==> src/crb_defines.svh <==
`ifndef CRB_DEFINES_SVH
`define CRB_DEFINES_SVH

// command buffer geometry
`define CRB_ADDR_W 12
`define CRB_MAX_SLOTS 3
`define CRB_HEADER_LEN 10

// structure tags
`define CRB_ST_NO_SESSIONS 16'h8001
`define CRB_ST_SESSIONS 16'h8002

// response codes
`define CRB_RC_SUCCESS 32'h00000000
`define CRB_RC_COMMAND_CODE 32'h00000143

// supported command codes, handle/session counts in the lookup table
`define CRB_CC_STARTUP 32'h00000144
`define CRB_CC_GET_RANDOM 32'h0000017B
`define CRB_CC_NV_READ_PUBLIC 32'h00000169
`define CRB_CC_CLEAR 32'h00000126
`define CRB_CC_NV_WRITE 32'h00000137
`define CRB_CC_CERTIFY 32'h00000148
`define CRB_CC_POLICY_NV 32'h00000149
`define CRB_CC_NV_CERTIFY 32'h00000184

`endif

==> src/crbPkg.sv <==
`include "crb_defines.svh"

package crbPkg;

	typedef logic [`CRB_ADDR_W-1:0] offsetT;
	typedef logic [31:0] handleT;
	typedef logic [15:0] sizeT;
	typedef logic [15:0] tagT;
	typedef logic [31:0] ccT;
	typedef logic [$clog2(`CRB_MAX_SLOTS+1)-1:0] countT;

	// decoder steps, one fetch per field group
	typedef enum logic [3:0]
	{
		psIdle,
		psHeader,
		psHandleCheck,
		psHandle,
		psAuthSize,
		psSessionCheck,
		psSessionA,
		psNonce,
		psSessionB,
		psHmac,
		psExecWait
	} parseStateT;

endpackage

==> src/byteFetcher.sv <==
`timescale 1ns/1ps

module byteFetcher
(
	input logic clock,
	input logic reset_n,
	input logic fetchStart,
	input crbPkg::offsetT fetchCount,
	input logic fetchRestart,
	input logic [7:0] cmdByte,
	output logic cmdRead,
	output crbPkg::offsetT cmdAddr,
	output logic [7:0] fetchByte,
	output logic fetchValid,
	output crbPkg::offsetT fetchIndex,
	output logic fetchDone,
	output crbPkg::offsetT cursor
);

	typedef enum logic [1:0] {fetchIdle, fetchRead, fetchWait, fetchFinish} fetchStateT;

	fetchStateT state;
	crbPkg::offsetT remain;
	crbPkg::offsetT relIndex;

	always_ff @(posedge clock or negedge reset_n)
	begin
		if (!reset_n)
		begin
			state <= fetchIdle;
			cursor <= '0;
			remain <= '0;
			relIndex <= '0;
			fetchByte <= '0;
			fetchValid <= 1'b0;
			fetchIndex <= '0;
			fetchDone <= 1'b0;
		end
		else
		begin
			fetchValid <= 1'b0;
			fetchDone <= 1'b0;
			case (state)
				fetchIdle:
					if (fetchStart)
					begin
						relIndex <= '0;
						remain <= fetchCount;
						// empty request finishes right away
						if (fetchCount == '0)
							fetchDone <= 1'b1;
						else
							state <= fetchRead;
					end
				fetchRead:
					state <= fetchWait;
				fetchWait:
				begin
					// host holds the byte for this whole cycle
					fetchByte <= cmdByte;
					fetchValid <= 1'b1;
					fetchIndex <= relIndex;
					relIndex <= relIndex + 1'b1;
					remain <= remain - 1'b1;
					cursor <= cursor + 1'b1;
					state <= (remain == 1) ? fetchFinish : fetchRead;
				end
				fetchFinish:
				begin
					fetchDone <= 1'b1;
					state <= fetchIdle;
				end
				default:
					state <= fetchIdle;
			endcase
			if (fetchRestart)
				cursor <= '0;
		end
	end

	assign cmdRead = (state == fetchRead);
	assign cmdAddr = cursor;

endmodule

==> src/commandDecoder.sv <==
`timescale 1ns/1ps
`include "crb_defines.svh"

module commandDecoder
(
	input logic clock,
	input logic reset_n,
	input logic cmdSend,
	input logic [31:0] cmdSize,
	input logic [7:0] fetchByte,
	input logic fetchValid,
	input crbPkg::offsetT fetchIndex,
	input logic fetchDone,
	input crbPkg::offsetT cursor,
	input logic execFinished,
	output logic fetchStart,
	output crbPkg::offsetT fetchCount,
	output logic fetchRestart,
	output logic execRequest,
	output logic commandKnown,
	output crbPkg::tagT commandTag,
	output crbPkg::ccT commandCode,
	output logic [31:0] authSize,
	output crbPkg::handleT handle0, handle1, handle2,
	output crbPkg::handleT sessionHandle0, sessionHandle1, sessionHandle2,
	output crbPkg::sizeT nonceSize0, nonceSize1, nonceSize2,
	output crbPkg::offsetT nonceAddr0, nonceAddr1, nonceAddr2,
	output logic [7:0] sessionAttributes0, sessionAttributes1, sessionAttributes2,
	output crbPkg::sizeT hmacSize0, hmacSize1, hmacSize2,
	output crbPkg::offsetT hmacAddr0, hmacAddr1, hmacAddr2,
	output logic sessionValid0, sessionValid1, sessionValid2
);

	localparam crbPkg::offsetT headerBytes = `CRB_HEADER_LEN;
	localparam crbPkg::offsetT fieldBytes = 4;
	localparam crbPkg::offsetT sessionABytes = 6;
	localparam crbPkg::offsetT sessionBBytes = 3;

	crbPkg::parseStateT state;
	crbPkg::countT handleCount;
	crbPkg::countT sessionCount;
	crbPkg::countT slot;
	logic [31:0] sizeReg;
	logic stepping;
	logic abandon;
	crbPkg::handleT [`CRB_MAX_SLOTS-1:0] handles;
	crbPkg::handleT [`CRB_MAX_SLOTS-1:0] sessionHandles;
	crbPkg::sizeT [`CRB_MAX_SLOTS-1:0] nonceSizes;
	crbPkg::sizeT [`CRB_MAX_SLOTS-1:0] hmacSizes;
	crbPkg::offsetT [`CRB_MAX_SLOTS-1:0] nonceAddrs;
	crbPkg::offsetT [`CRB_MAX_SLOTS-1:0] hmacAddrs;
	logic [`CRB_MAX_SLOTS-1:0][7:0] attributes;
	logic [`CRB_MAX_SLOTS-1:0] validBits;

	commandLookup u_lookup
	(
		.commandCode(commandCode),
		.handleCount(handleCount),
		.sessionCount(sessionCount),
		.commandKnown(commandKnown)
	);

	// overrun is only judged once the header is in
	assign stepping = fetchDone || state == crbPkg::psHandleCheck ||
		state == crbPkg::psSessionCheck;
	assign abandon = stepping && (32'(cursor) > sizeReg) && state != crbPkg::psIdle &&
		state != crbPkg::psHeader && state != crbPkg::psExecWait;

	always_ff @(posedge clock or negedge reset_n)
	begin
		if (!reset_n)
		begin
			state <= crbPkg::psIdle;
			slot <= '0;
			sizeReg <= '0;
			fetchStart <= 1'b0;
			fetchCount <= '0;
			fetchRestart <= 1'b0;
			execRequest <= 1'b0;
			commandTag <= '0;
			commandCode <= '0;
			authSize <= '0;
			handles <= '0;
			sessionHandles <= '0;
			nonceSizes <= '0;
			hmacSizes <= '0;
			nonceAddrs <= '0;
			hmacAddrs <= '0;
			attributes <= '0;
			validBits <= '0;
		end
		else
		begin
			fetchStart <= 1'b0;
			fetchRestart <= 1'b0;
			execRequest <= 1'b0;

			// fields arrive msb first, shift them in
			if (fetchValid)
				case (state)
					crbPkg::psHeader:
						if (fetchIndex < 2)
							commandTag <= {commandTag[7:0], fetchByte};
						else if (fetchIndex >= 6)
							commandCode <= {commandCode[23:0], fetchByte};
					crbPkg::psHandle:
						handles[slot] <= {handles[slot][23:0], fetchByte};
					crbPkg::psAuthSize:
						authSize <= {authSize[23:0], fetchByte};
					crbPkg::psSessionA:
						if (fetchIndex < 4)
							sessionHandles[slot] <= {sessionHandles[slot][23:0], fetchByte};
						else
							nonceSizes[slot] <= {nonceSizes[slot][7:0], fetchByte};
					crbPkg::psSessionB:
						if (fetchIndex == 0)
							attributes[slot] <= fetchByte;
						else
							hmacSizes[slot] <= {hmacSizes[slot][7:0], fetchByte};
					default:
						;
				endcase

			if (abandon)
			begin
				// no session marked valid after an overrun
				state <= crbPkg::psExecWait;
				execRequest <= 1'b1;
			end
			else
				case (state)
					crbPkg::psIdle:
						if (cmdSend)
						begin
							sizeReg <= cmdSize;
							fetchRestart <= 1'b1;
							fetchStart <= 1'b1;
							fetchCount <= headerBytes;
							commandTag <= '0;
							commandCode <= '0;
							authSize <= '0;
							handles <= '0;
							sessionHandles <= '0;
							nonceSizes <= '0;
							hmacSizes <= '0;
							nonceAddrs <= '0;
							hmacAddrs <= '0;
							attributes <= '0;
							validBits <= '0;
							state <= crbPkg::psHeader;
						end
					crbPkg::psHeader:
						if (fetchDone)
						begin
							slot <= '0;
							state <= crbPkg::psHandleCheck;
						end
					crbPkg::psHandleCheck:
						if (slot < handleCount)
						begin
							fetchStart <= 1'b1;
							fetchCount <= fieldBytes;
							state <= crbPkg::psHandle;
						end
						else if (sessionCount != '0)
						begin
							fetchStart <= 1'b1;
							fetchCount <= fieldBytes;
							state <= crbPkg::psAuthSize;
						end
						else
						begin
							state <= crbPkg::psExecWait;
							execRequest <= 1'b1;
						end
					crbPkg::psHandle:
						if (fetchDone)
						begin
							slot <= slot + 1'b1;
							state <= crbPkg::psHandleCheck;
						end
					crbPkg::psAuthSize:
						if (fetchDone)
						begin
							slot <= '0;
							state <= crbPkg::psSessionCheck;
						end
					crbPkg::psSessionCheck:
						if (slot < sessionCount)
						begin
							fetchStart <= 1'b1;
							fetchCount <= sessionABytes;
							state <= crbPkg::psSessionA;
						end
						else
						begin
							for (int i = 0; i < `CRB_MAX_SLOTS; i++)
								validBits[i] <= (i < sessionCount);
							state <= crbPkg::psExecWait;
							execRequest <= 1'b1;
						end
					crbPkg::psSessionA:
						if (fetchDone)
						begin
							// nonce is skipped, only its offset is kept
							nonceAddrs[slot] <= cursor;
							fetchStart <= 1'b1;
							fetchCount <= nonceSizes[slot][`CRB_ADDR_W-1:0];
							state <= crbPkg::psNonce;
						end
					crbPkg::psNonce:
						if (fetchDone)
						begin
							fetchStart <= 1'b1;
							fetchCount <= sessionBBytes;
							state <= crbPkg::psSessionB;
						end
					crbPkg::psSessionB:
						if (fetchDone)
						begin
							hmacAddrs[slot] <= cursor;
							fetchStart <= 1'b1;
							fetchCount <= hmacSizes[slot][`CRB_ADDR_W-1:0];
							state <= crbPkg::psHmac;
						end
					crbPkg::psHmac:
						if (fetchDone)
						begin
							slot <= slot + 1'b1;
							state <= crbPkg::psSessionCheck;
						end
					crbPkg::psExecWait:
						if (execFinished)
							state <= crbPkg::psIdle;
					default:
						state <= crbPkg::psIdle;
				endcase
		end
	end

	assign {handle2, handle1, handle0} = handles;
	assign {sessionHandle2, sessionHandle1, sessionHandle0} = sessionHandles;
	assign {nonceSize2, nonceSize1, nonceSize0} = nonceSizes;
	assign {nonceAddr2, nonceAddr1, nonceAddr0} = nonceAddrs;
	assign {sessionAttributes2, sessionAttributes1, sessionAttributes0} = attributes;
	assign {hmacSize2, hmacSize1, hmacSize0} = hmacSizes;
	assign {hmacAddr2, hmacAddr1, hmacAddr0} = hmacAddrs;
	assign {sessionValid2, sessionValid1, sessionValid0} = validBits;

endmodule

==> src/commandLookup.sv <==
`timescale 1ns/1ps
`include "crb_defines.svh"

module commandLookup
(
	input crbPkg::ccT commandCode,
	output crbPkg::countT handleCount,
	output crbPkg::countT sessionCount,
	output logic commandKnown
);

	always_comb
	begin
		commandKnown = 1'b1;
		case (commandCode)
			`CRB_CC_STARTUP:
				{handleCount, sessionCount} = {2'd0, 2'd0};
			`CRB_CC_GET_RANDOM:
				{handleCount, sessionCount} = {2'd0, 2'd0};
			`CRB_CC_NV_READ_PUBLIC:
				{handleCount, sessionCount} = {2'd1, 2'd0};
			`CRB_CC_CLEAR:
				{handleCount, sessionCount} = {2'd1, 2'd1};
			`CRB_CC_NV_WRITE:
				{handleCount, sessionCount} = {2'd2, 2'd1};
			`CRB_CC_CERTIFY:
				{handleCount, sessionCount} = {2'd2, 2'd2};
			`CRB_CC_POLICY_NV:
				{handleCount, sessionCount} = {2'd3, 2'd1};
			`CRB_CC_NV_CERTIFY:
				{handleCount, sessionCount} = {2'd3, 2'd2};
			default:
			begin
				// unknown code, parsed as header only
				{handleCount, sessionCount} = '0;
				commandKnown = 1'b0;
			end
		endcase
	end

endmodule

==> src/crbTop.sv <==
`timescale 1ns/1ps

module crbTop
(
	input logic clock,
	input logic reset_n,
	input logic cmdSend,
	input logic [31:0] cmdSize,
	input logic [7:0] cmdByte,
	input logic execAck,
	input crbPkg::ccT responseCode,
	output logic cmdRead,
	output crbPkg::offsetT cmdAddr,
	output logic cmdDone,
	output logic execStart,
	output logic [7:0] rspByte,
	output crbPkg::offsetT rspAddr,
	output logic rspValid,
	output logic rspDone,
	output crbPkg::tagT commandTag,
	output crbPkg::ccT commandCode,
	output logic [31:0] authSize,
	output crbPkg::handleT handle0, handle1, handle2,
	output crbPkg::handleT sessionHandle0, sessionHandle1, sessionHandle2,
	output crbPkg::sizeT nonceSize0, nonceSize1, nonceSize2,
	output crbPkg::offsetT nonceAddr0, nonceAddr1, nonceAddr2,
	output logic [7:0] sessionAttributes0, sessionAttributes1, sessionAttributes2,
	output crbPkg::sizeT hmacSize0, hmacSize1, hmacSize2,
	output crbPkg::offsetT hmacAddr0, hmacAddr1, hmacAddr2,
	output logic sessionValid0, sessionValid1, sessionValid2
);

	logic fetchStart;
	logic fetchRestart;
	logic fetchValid;
	logic fetchDone;
	logic commandKnown;
	logic execFinished;
	logic [7:0] fetchByte;
	crbPkg::offsetT fetchCount;
	crbPkg::offsetT fetchIndex;
	crbPkg::offsetT cursor;
	crbPkg::ccT finalCode;

	byteFetcher u_fetcher
	(
		.clock(clock),
		.reset_n(reset_n),
		.fetchStart(fetchStart),
		.fetchCount(fetchCount),
		.fetchRestart(fetchRestart),
		.cmdByte(cmdByte),
		.cmdRead(cmdRead),
		.cmdAddr(cmdAddr),
		.fetchByte(fetchByte),
		.fetchValid(fetchValid),
		.fetchIndex(fetchIndex),
		.fetchDone(fetchDone),
		.cursor(cursor)
	);

	// end of parsing doubles as the host's command-done pulse
	commandDecoder u_decoder
	(
		.execRequest(cmdDone),
		.*
	);

	execSequencer u_exec
	(
		.clock(clock),
		.reset_n(reset_n),
		.execRequest(cmdDone),
		.commandKnown(commandKnown),
		.execAck(execAck),
		.responseCode(responseCode),
		.execStart(execStart),
		.finalCode(finalCode),
		.execFinished(execFinished)
	);

	responseBuilder u_response
	(
		.clock(clock),
		.reset_n(reset_n),
		.execFinished(execFinished),
		.finalCode(finalCode),
		.commandTag(commandTag),
		.rspByte(rspByte),
		.rspAddr(rspAddr),
		.rspValid(rspValid),
		.rspDone(rspDone)
	);

endmodule

==> src/execSequencer.sv <==
`timescale 1ns/1ps
`include "crb_defines.svh"

module execSequencer
(
	input logic clock,
	input logic reset_n,
	input logic execRequest,
	input logic commandKnown,
	input logic execAck,
	input crbPkg::ccT responseCode,
	output logic execStart,
	output crbPkg::ccT finalCode,
	output logic execFinished
);

	always_ff @(posedge clock or negedge reset_n)
	begin
		if (!reset_n)
		begin
			execStart <= 1'b0;
			finalCode <= '0;
			execFinished <= 1'b0;
		end
		else
		begin
			execFinished <= 1'b0;
			if (execRequest)
				execStart <= 1'b1;
			else if (execStart && execAck)
			begin
				execStart <= 1'b0;
				execFinished <= 1'b1;
				// unknown commands never report the executor's code
				if (commandKnown)
					finalCode <= responseCode;
				else
					finalCode <= `CRB_RC_COMMAND_CODE;
			end
		end
	end

endmodule

==> src/responseBuilder.sv <==
`timescale 1ns/1ps
`include "crb_defines.svh"

module responseBuilder
(
	input logic clock,
	input logic reset_n,
	input logic execFinished,
	input crbPkg::ccT finalCode,
	input crbPkg::tagT commandTag,
	output logic [7:0] rspByte,
	output crbPkg::offsetT rspAddr,
	output logic rspValid,
	output logic rspDone
);

	localparam crbPkg::offsetT lastAddr = `CRB_HEADER_LEN - 1;

	crbPkg::tagT rspTag;

	// errors always answer with the plain tag
	assign rspTag = (finalCode == `CRB_RC_SUCCESS) ? commandTag : `CRB_ST_NO_SESSIONS;

	always_ff @(posedge clock or negedge reset_n)
	begin
		if (!reset_n)
		begin
			rspAddr <= '0;
			rspValid <= 1'b0;
			rspDone <= 1'b0;
		end
		else
		begin
			rspDone <= 1'b0;
			if (execFinished)
			begin
				rspAddr <= '0;
				rspValid <= 1'b1;
			end
			else if (rspValid)
			begin
				if (rspAddr == lastAddr)
				begin
					rspValid <= 1'b0;
					rspDone <= 1'b1;
				end
				else
					rspAddr <= rspAddr + 1'b1;
			end
		end
	end

	always_comb
	begin
		case (rspAddr)
			0: rspByte = rspTag[15:8];
			1: rspByte = rspTag[7:0];
			5: rspByte = 8'(`CRB_HEADER_LEN);
			6: rspByte = finalCode[31:24];
			7: rspByte = finalCode[23:16];
			8: rspByte = finalCode[15:8];
			9: rspByte = finalCode[7:0];
			// upper size bytes are zero
			default: rspByte = 8'h00;
		endcase
	end

endmodule

==> config.mk <==
export PLATFORM = sky130hd
export DESIGN_NAME = crbTop
export DESIGN_NICKNAME = d
export VERILOG_FILES = /design/src/crbPkg.sv /design/src/byteFetcher.sv /design/src/commandDecoder.sv /design/src/commandLookup.sv /design/src/crbTop.sv /design/src/execSequencer.sv /design/src/responseBuilder.sv
export VERILOG_INCLUDE_DIRS = /design/src /design/src/src
export SDC_FILE = /design/constraint.sdc
export NUM_CORES = 1
export LEC_CHECK = 0
export ABC_CLOCK_PERIOD_IN_PS = 3700
export BUFFER_PORTS_ARGS = -buffer_cell sky130_fd_sc_hd__buf_2
export CAP_MARGIN = 20
export CORE_AREA = 2 2 228 230
export DETAILED_ROUTE_END_ITERATION = 10
export DIE_AREA = 0 0 230 232
export GPL_TIMING_DRIVEN = 0
export PLACE_DENSITY = 0.76
export SLEW_MARGIN = 20
export SYNTH_ARGS = -nofsm -noshare
export SYNTH_HDL_FRONTEND = slang
export SYNTH_SLANG_ARGS = --single-unit
==> constraint.sdc <==
create_clock -name clock -period 3.7 [get_ports clock]
set_clock_uncertainty 0.05 [all_clocks]
set_input_delay 0.37 -clock clock [delete_from_list [all_inputs] [get_ports clock]]
set_output_delay 0.37 -clock clock [all_outputs]
set_load 0.005 [all_outputs]
### Yosys cells after proc, flatten, opt, wreduce, memory -nomap -nowiden

Index checks and enable logic that the tools add are counted.

* register bits: 628
* input port bits: 76
* output and inout port bits: 504

* add/subtract/negate cells: 5
* magnitude comparators: 11
* eq/ne operators: 49
* mux-type cells: 148
* bitwise logic cells: 2
* reduce and logical (&&, ||, !) cells: 47

Operators by type and width (count)
* $mux 96: 11
* $mux 48: 12
* $mux 32: 14
* $eq 32x9->1 const B: 8
* $mux 12: 17
* $bwmux 96: 2
* $mux 24: 8
* $pmux 36 s2: 2
* $bmux 32 s2: 2
* $mux 16: 8
* $mux 36: 3
* $bwmux 48: 2
* $bwmux 36: 2
* $pmux 12 s6: 1
* $bmux 16 s2: 2
* $demux 32 s2: 1
* $pmux 8 s7: 1
* $pmux 12 s2: 2
* $mux 4: 11
* $add 12x1->12 const B: 3
* $eq 12x3->1 const B: 3
* $logic_not 12->1: 3
* $pmux 4 s9: 1
* $demux 16 s2: 1
* 56 further kinds: 142

### Depth between registers and ports, before layout

Gate-level depths: netlist (run 1).

* depth after elaboration: 11
* mapped depth: 12

### Hierarchy

From an unflattened synthesis (run 1), not the netlist that was laid out.

* cell total of the unflattened synthesis: 2978
* area total of the unflattened synthesis: 28833.9 µm²

Modules (own cells, without submodules)
* commandDecoder: times used 1, cells an instance 2347, area an instance 22739.3 µm²
* byteFetcher: times used 1, cells an instance 297, area an instance 3069.2 µm²
* execSequencer: times used 1, cells an instance 136, area an instance 1487.7 µm²
* responseBuilder: times used 1, cells an instance 160, area an instance 1258.7 µm²
* commandLookup: times used 1, cells an instance 38, area an instance 279.0 µm²

### Worst setup path after synthesis (run 1)

OpenSTA, ideal clock, no wires.

* path type: register -> register
* from: register u_decoder.commandCode[3]
* to: register u_decoder.fetchCount[10]
* library setup time: 0.128 ns
* arrival time: 2.831 ns
* data required time: 3.522 ns
* slack: 0.692 ns
* stages on the path, launching flop included: 13
* path buffers: 1
* period minus slack after synthesis: 3.008 ns
* cells stage by stage: dfrtp_1 nor3b_1 nand3_1 o21a_1 o21ai_0 nand2_1 ha_1 o41ai_1 nand3b_1 a21oi_1 o21a_1 buf_4 mux2_1

* cells in the longest elaborated chain, start to end: 6

Ends and longest elaborated chain
* start: declaration: RTL line commandDecoder.sv:22 `output crbPkg::ccT commandCode,`
* start signal: assignment: RTL line commandDecoder.sv:105 `commandCode <= {commandCode[23:0], fetchByte};`
* $eq 32x9->1: RTL line commandLookup.sv:15 `case (commandCode)`
* $reduce_or 2->1 (no source line) / $reduce_or 3->1 (equally long branches)
* $pmux 2 s3 / $pmux 2 s2 (equally long branches): RTL line commandLookup.sv:15
* $lt 2x2->1 (tied with other cells): RTL line commandDecoder.sv:159 `if (slot < handleCount)`
* $ne 3x3->1 (no source line) (tied with other cells)
* $reduce_and 8->1 (no source line) / $pmux 12 s6 (equally long branches)
* end signal: assignment: RTL line commandDecoder.sv:162 `fetchCount <= fieldBytes;`
* end signal: assignment: RTL line commandDecoder.sv:168 `fetchCount <= fieldBytes;`
* end signal: assignment: RTL line commandDecoder.sv:192 `fetchCount <= sessionABytes;`
* end: declaration: RTL line commandDecoder.sv:17 `output crbPkg::offsetT fetchCount,`

Several ways; a longest one is shown, not always the timed one.
A chain may end at the register's enable or synchronous reset.

### Final worst setup path (run 1)

* from: register u_fetcher.cursor[7], in the netlist u_fetcher.cmdAddr[7]
* to: register u_decoder.hmacAddrs (netlist bit u_decoder.hmacAddr0[1])

* cells in the longest elaborated chain, start to end: 7

Ends and longest elaborated chain
* start: declaration: RTL line byteFetcher.sv:17 `output crbPkg::offsetT cursor`
* start signal: assignment: RTL line byteFetcher.sv:65 `cursor <= cursor + 1'b1;`
* $gt 12x32->1: RTL line commandDecoder.sv:66 `assign abandon = stepping && (32'(cursor) > sizeReg) && state != crbPkg::psIdle &&`
* $logic_and 1x1->1 (3 in series): RTL line commandDecoder.sv:66
* $logic_and 1x1->1: RTL line commandDecoder.sv:67 `state != crbPkg::psHeader && state != crbPkg::psExecWait;`
* $not 1->1 (no source line)
* $reduce_and 4->1 (no source line)
* end signal: indexed assignment: RTL line commandDecoder.sv:221 `hmacAddrs[slot] <= cursor;`
* end: declaration: RTL line commandDecoder.sv:51 `` crbPkg::offsetT [`CRB_MAX_SLOTS-1:0] hmacAddrs; ``

No other way between the ends.

==> metrics.yaml, run 1 <==
yosys_most_used_dff: "dfrtp_1"
timing.rr.start: "u_fetcher.cmdAddr[7]"
clockRootBuffer: "clkbuf_16"
grt.overflow.total: 0
grt_pass1_wl_mm: 151
dieArea_um2: 53400
synth_top_area_cell: "dfrtp_1"
crit_family: "compound AO/OA/AOI/OAI gates"
pin_count: 580
vias_per_cell: 6.10
dieHeight_um: 232
worst_pin_slew_ns: 0.897
vias: 25590
grt_max_degree: 106
reg2reg_to: "u_decoder.hmacAddr0[1]"
core_area_um2: 50900
finalHoldViolCount: 0
drive_above_1_share_pct: 22.8
dp_hpwl_mm: 71.9
synthDistinctLibCells: 61
gp_congestion: 0.941
num_rows: 83
n_antenna_cell: 0
cts_buffers: 68
top_usage_layer: "met2"
syn_nets: 2846
power.leakage_nw: 15.5
yosysWarnings: 0
slew_headroom_pct: 40.2
rr_worst_depth: 9
synth_top_area_share_pct: 56.5
final_core_util_pct: 68.5
yosys.cell_count.top_type: "dfrtp_1"
cpMostUsedCell: "a22o_1"
initial_core_util_pct: 54.7
cpMaxStageDelayCell: "nor3_1"
max_cap_violations: 0
drt.antenna.violating_nets: 0
multi_input_area_um2: 11200
critPathArrivalTime_ns: 4.07
post-route-drc-count: 0
stdcell_count: 4197
swShare_pct: 20.9
syn_avg_cell_area_um2: 10.2
endpoint_kind: "flop"
placed_cells: 4006
synth_edf_count: 0
wl_per_cell_um: 23.7
critPathRequiredTime_ns: 4.13
antenna_found_initial: 0
fmaxAchievable_mhz: 275
power_frac_clock_pct: 49.3
ir_drop_mv: 0.457
synth_seq_area_share_pct: 56.5
crit_chain: "ha_1 > and3_1 > a22o_1 > o21ai_0 > a311oi_4 > nor3_1 > o21ai_1 > buf_2 > a22o_1"
regArea_um2: 15700
rsz0062_at_grt: "no"
synth_area_leaders: "dfrtp_1 56%, nor2_1 5.6%, mux2i_1 5.5%"
met2_usage_pct: 58.0
wl_mm: 99.6
dr.first_iter.drc_count: 2448
pwr-share-comb_pct: 1.9
grt_pass1_vias: 25177
clock_sinks: 628
status: "complete, no violations"
setup_tns_ns: 0
path_max_fanout: 10
postSynthCellCount: 2741
final_nets: 3572
async_reset_ff_share_pct: 100
path_buf_inv: 1
clk_pin_slew_ns: 0.06
portBuffers: 579
p_int_mw: 11.1
grt_use_met3_pct: 9.65
area_delta_synth_final_pct: 25.3
synth_area_um2: 27800
p_seq_share_pct: 48.9
critical_path_class: "flop to flop"
setup_viol: 0
cts_tree: "built"
fin_crit_sh_pct: 98.4
min_period_ns: 3.64
synth_seq_cells: 628
htreeDepth: 3
track_usage_pct: 36.7
p_sw_mw: 2.94
yosys-top-cells-count: "628 x dfrtp_1, 417 x nor2_1, 335 x nand2_1"
cts.path.max_buffers: 3
firstDrtPassIters: 6
pwr_density_cell_nw_per_um2: 403
die_w_um: 230
critPathLaunchType: "flop"
r2r_slack_ns: 0.06
critical_path.max_stage_delay_ns: 0.65
nFillCells: 3921
met1_usage_pct: 47.2
drv_slew: 0
hold_class: "input pin to async pin"
insertion_delay_ns: 0.60
cell type report:
cell class              instances  area share (%)
multi-input cells            1863            32.2
inverters                      42           0.452
repair buffers                660            11.0
well taps                     680            2.44
flip-flops and latches        628            45.1
plain buffers                 204            2.36
clock inverters                13           0.431
clock buffers                 107            6.09
layout by cell type (no fill, tap or decap), drive strengths merged, types with 6 or more instances in the layout:
cell type,n
buf,644
dfrtp,628
nor2,417
nand2,335
clkbuf,252
a21oi,239
a211oi,196
mux2i,153
a22o,103
dlygate4sd3,74
o21ai,57
mux2,55
nand3,47
inv,43
ha,29
nor4,29
o22ai,21
a22oi,19
xor2,19
nor3,16
and3,15
and2,13
nand4,12
xnor2,9
clkinv,8
nand2b,7
or4,6
cells by family (layout without fill, tap and decap cells):
| group | after synthesis | after routing | synth area share (%) |
|---|---|---|---|
| and+or+nand+nor | 931 | 931 | 14.2 |
| AOI/OAI and AO/OA | 667 | 667 | 15.9 |
| DFF | 628 | 628 | 56.5 |
| buffers and inverters | 250 | 1026 | 3.52 |
| muxes | 208 | 208 | 7.73 |
| adders and majority gates | 29 | 29 | 1.30 |
| xor gates and xnor gates | 28 | 28 | 0.881 |
timing repair:
item,CTS,global route
hold buffers,74,0
hold endpoints to repair,131,0
resized for setup,6,25
buffers inserted,0,1
setup endpoints to repair,274,221
power groups by stage:
stage	sequential (mW)	clock, mW	combinational [mW]
2_1_floorplan	7.00	0	0.00276
4_1_cts	6.87	6.96	0.266
5_1_grt	6.86	7.28	0.296
3_5_place_dp	6.99	0	0.205
3_3_place_gp	7.00	0	0.175
6_report	6.87	6.92	0.264
how the worst max path moves through the flow:
stage / start / end / slack [ns] / depth (start not counted)
CTS: u_response.rspAddr[8] / rspByte[2] / 0.01 / 7
finish: u_fetcher.cmdAddr[7] / u_decoder.hmacAddr0[1] / 0.06 / 9
detailed placement: u_decoder.slot[1] / u_decoder.sessionHandle0[4] / -0.77 / 12
global route: u_decoder.commandCode[7] / u_decoder.fetchCount[5] / 0.01 / 12
global placement: reset_n / u_decoder.handle2[16] / -10.33 / 1
floorplan: u_decoder.commandCode[3] / u_decoder.fetchCount[10] / 0.69 / 12
routing by layer:
metal / up-vias / part of all wire, %
met3: 299 / 10
met4: 0 / 5.5
met5: - / 0
li1: 11094 / -
met2: 1498 / 46
met1: 12699 / 38
registers in the layout (all words and copies together) (netlist names), 16 cells and up:
register and count:
u_decoder.authSize 32, u_decoder.commandCode 32, u_decoder.commandTag 16, u_decoder.handle0 32, u_decoder.handle1 32, u_decoder.handle2 32
u_decoder.hmacSize0 16, u_decoder.hmacSize1 16, u_decoder.hmacSize2 16, u_decoder.nonceSize0 16, u_decoder.nonceSize1 16, u_decoder.nonceSize2 16
u_decoder.sessionHandle0 32, u_decoder.sessionHandle1 32, u_decoder.sessionHandle2 32, u_decoder.sizeReg 32, u_exec.finalCode 32
stage by stage:
| step | hold slack, ns | cell area [um2] | total power, mW | worst slack, ns |
|---|---|---|---|---|
| after global routing | 0.280 | 34900 | 14.4 | 0.0127 |
| after CTS | 0.224 | 34800 | 14.1 | 0.0121 |
| final | 0.248 | 34900 | 14.1 | 0.0588 |
| after floorplan | 0.0244 | 27800 | 7.00 | 0.692 |
| after global placement | 0.411 | 31600 | 7.17 | -10.33 |
| after detailed placement | 0.288 | 31800 | 7.20 | -0.766 |
Power figures use the tool's default switching activity.
==> run 2, diff against run 1 <==
==> constraint.sdc (replaced) <==
create_clock -name clock -period 3.7 [get_ports clock]
set_clock_uncertainty 0.05 [all_clocks]
set_input_delay 0.37 -clock clock [delete_from_list [all_inputs] [get_ports clock]]
set_output_delay 0.37 -clock clock [all_outputs]
set_load 0.01 [all_outputs]
==> run 2 against run 1 <==
Against the previous run: first-iteration DRC count up 4.1%; setup slack better by 0.019 ns; combinational power about the same.
==> metrics.yaml, run 2 (synthesis results as in run 1) <==
critical_path_class: "flop to flop"
htreeDepth: 3
fin_crit_sh_pct: 97.9
vias_per_cell: 6.11
critPathLaunchType: "flop"
portBuffers: 579
top_usage_layer: "met2"
final_common_cell: "dfrtp_1"
dr.first_iter.drc_count: 2548
wl_per_cell_um: 23.7
drive_above_1_share_pct: 22.8
status: "complete, no violations"
antenna_found_initial: 0
firstDrtPassIters: 7
clk_pin_slew_ns: 0.06
cts.path.max_buffers: 3
min_period_ns: 3.62
core_area_um2: 50900
critPathRequiredTime_ns: 4.13
ir_drop_mv: 0.457
wl_mm: 99.6
finalHoldViolCount: 0
cts_tree: "built"
met2_usage_pct: 58.0
place_area_um2: 31800
dp_slack_ns: -0.766
pin_count: 580
final_nets: 3572
num_rows: 83
drv_slew: 0
grt_use_met3_pct: 9.65
met1_usage_pct: 47.2
path_max_fanout: 10
slew_headroom_pct: 40.8
dieArea_um2: 53400
layout_setup_ws_ns: 0.0783
gp_congestion: 0.941
insertion_delay_ns: 0.60
clock_sinks: 628
worst_pin_slew_ns: 0.889
dp_hpwl_mm: 71.9
setup_viol: 0
fmaxAchievable_mhz: 276
grt.overflow.total: 0
endpoint_kind: "flop"
grt_pass1_vias: 25176
cts_buffers: 68
initial_core_util_pct: 54.7
drt.antenna.violating_nets: 0
final_cell_mix: "627 x dfrtp_1, 606 x buf_2, 413 x nor2_1, 335 x nand2_1, 237 x a21oi_1"
n_antenna_cell: 0
fin_area_um2: 34900
dieHeight_um: 232
clockRootBuffer: "clkbuf_16"
max_cap_violations: 0
area_delta_synth_final_pct: 25.3
track_usage_pct: 36.7
grt_max_degree: 106
hold_class: "input pin to async pin"
worst_hold_slack_ns: 0.250
post-route-drc-count: 0
grt_pass1_wl_mm: 151
critPathArrivalTime_ns: 4.05
rsz0062_at_grt: "no"
power.leakage_nw: 15.5
die_w_um: 230
pwr_density_cell_nw_per_um2: 403
vias: 25659
## run 2: where the power goes
part / switching [mW] / total, mW / internal [mW] / leakage (nW)
Clock: 2.77 / 6.92 / 4.15 / 1.12
Combinational: 0.165 / 0.264 / 0.0989 / 7.71
Sequential: 0 / 6.87 / 6.87 / 6.66
Total: 2.94 / 14.1 / 11.1 / 15.5
## run 2: metrics by stage
stage | util [%] | total power, mW | cells | setup TNS [ns]
2_1_floorplan | - | 7.00 | 2741 | 0
4_1_cts | 68.4 | 14.1 | 4197 | 0
3_3_place_gp | 62.1 | 7.17 | 4000 | -6510.20
3_5_place_dp | 62.4 | 7.20 | 4006 | -119.57
6_report | 68.5 | 14.1 | 4197 | 0
5_1_grt | 68.5 | 14.4 | 4197 | 0
## run 2: worst paths after layout
kind / startpoint / to / slack (ns) / depth (start not counted)
setup / recovery: u_fetcher.cmdAddr[7] / u_decoder.hmacAddr0[1] / 0.08 / 9
hold / removal: reset_n / u_decoder.nonceAddr1[2] / 0.25 / 2
setup reg to reg: u_fetcher.cmdAddr[7] / u_decoder.hmacAddr0[1] / 0.08 / 9
hold reg to reg: u_decoder.validBits[2] / u_decoder.validBits[2] / 0.43 / 1
max in group asynchronous: reset_n / u_decoder.handle0[17] / 1.59 / 5
min in group clock: cmdSend / u_decoder.state[3] / 0.26 / 5
## run 2: metal layers
layer  wire length [um]  vias up
met5                  0        -
met4               5530        0
met3               9970      297
met2              46000     1508
met1              38200    12753
li1                   -    11101
## run 2: area by class of cell
| cell class | instances | area (um2) |
|---|---|---|
| sequential | 628 | 15700 |
| fill | 3921 | 16000 |
| inverter | 42 | 158 |
| buffer | 204 | 825 |
| multi-input combinational | 1863 | 11200 |
| clock inverter | 13 | 150 |
| clock buffer | 107 | 2120 |
| tap | 680 | 851 |
| timing repair buffer | 660 | 3820 |
## run 2: worst max-delay path, stage by stage, from the launching register on
cell	delay (ns)
dfrtp_1	0.43
ha_1	0.33
and3_1	0.20
a22o_1	0.23
o21ai_0	0.50
a311oi_4	0.32
nor3_1	0.65
o21ai_1	0.27
buf_2	0.26
a22o_1	0.26
## run 2: repair_timing
| item | CTS | global route |
|---|---|---|
| setup endpoints to repair | 276 | 217 |
| endpoints found under the hold margin | 131 | 0 |
| hold buffers | 74 | 0 |
| pin swaps | 0 | 0 |
| buffers inserted | 0 | 1 |
| cloned | 0 | 0 |
| gates resized for setup | 8 | 23 |
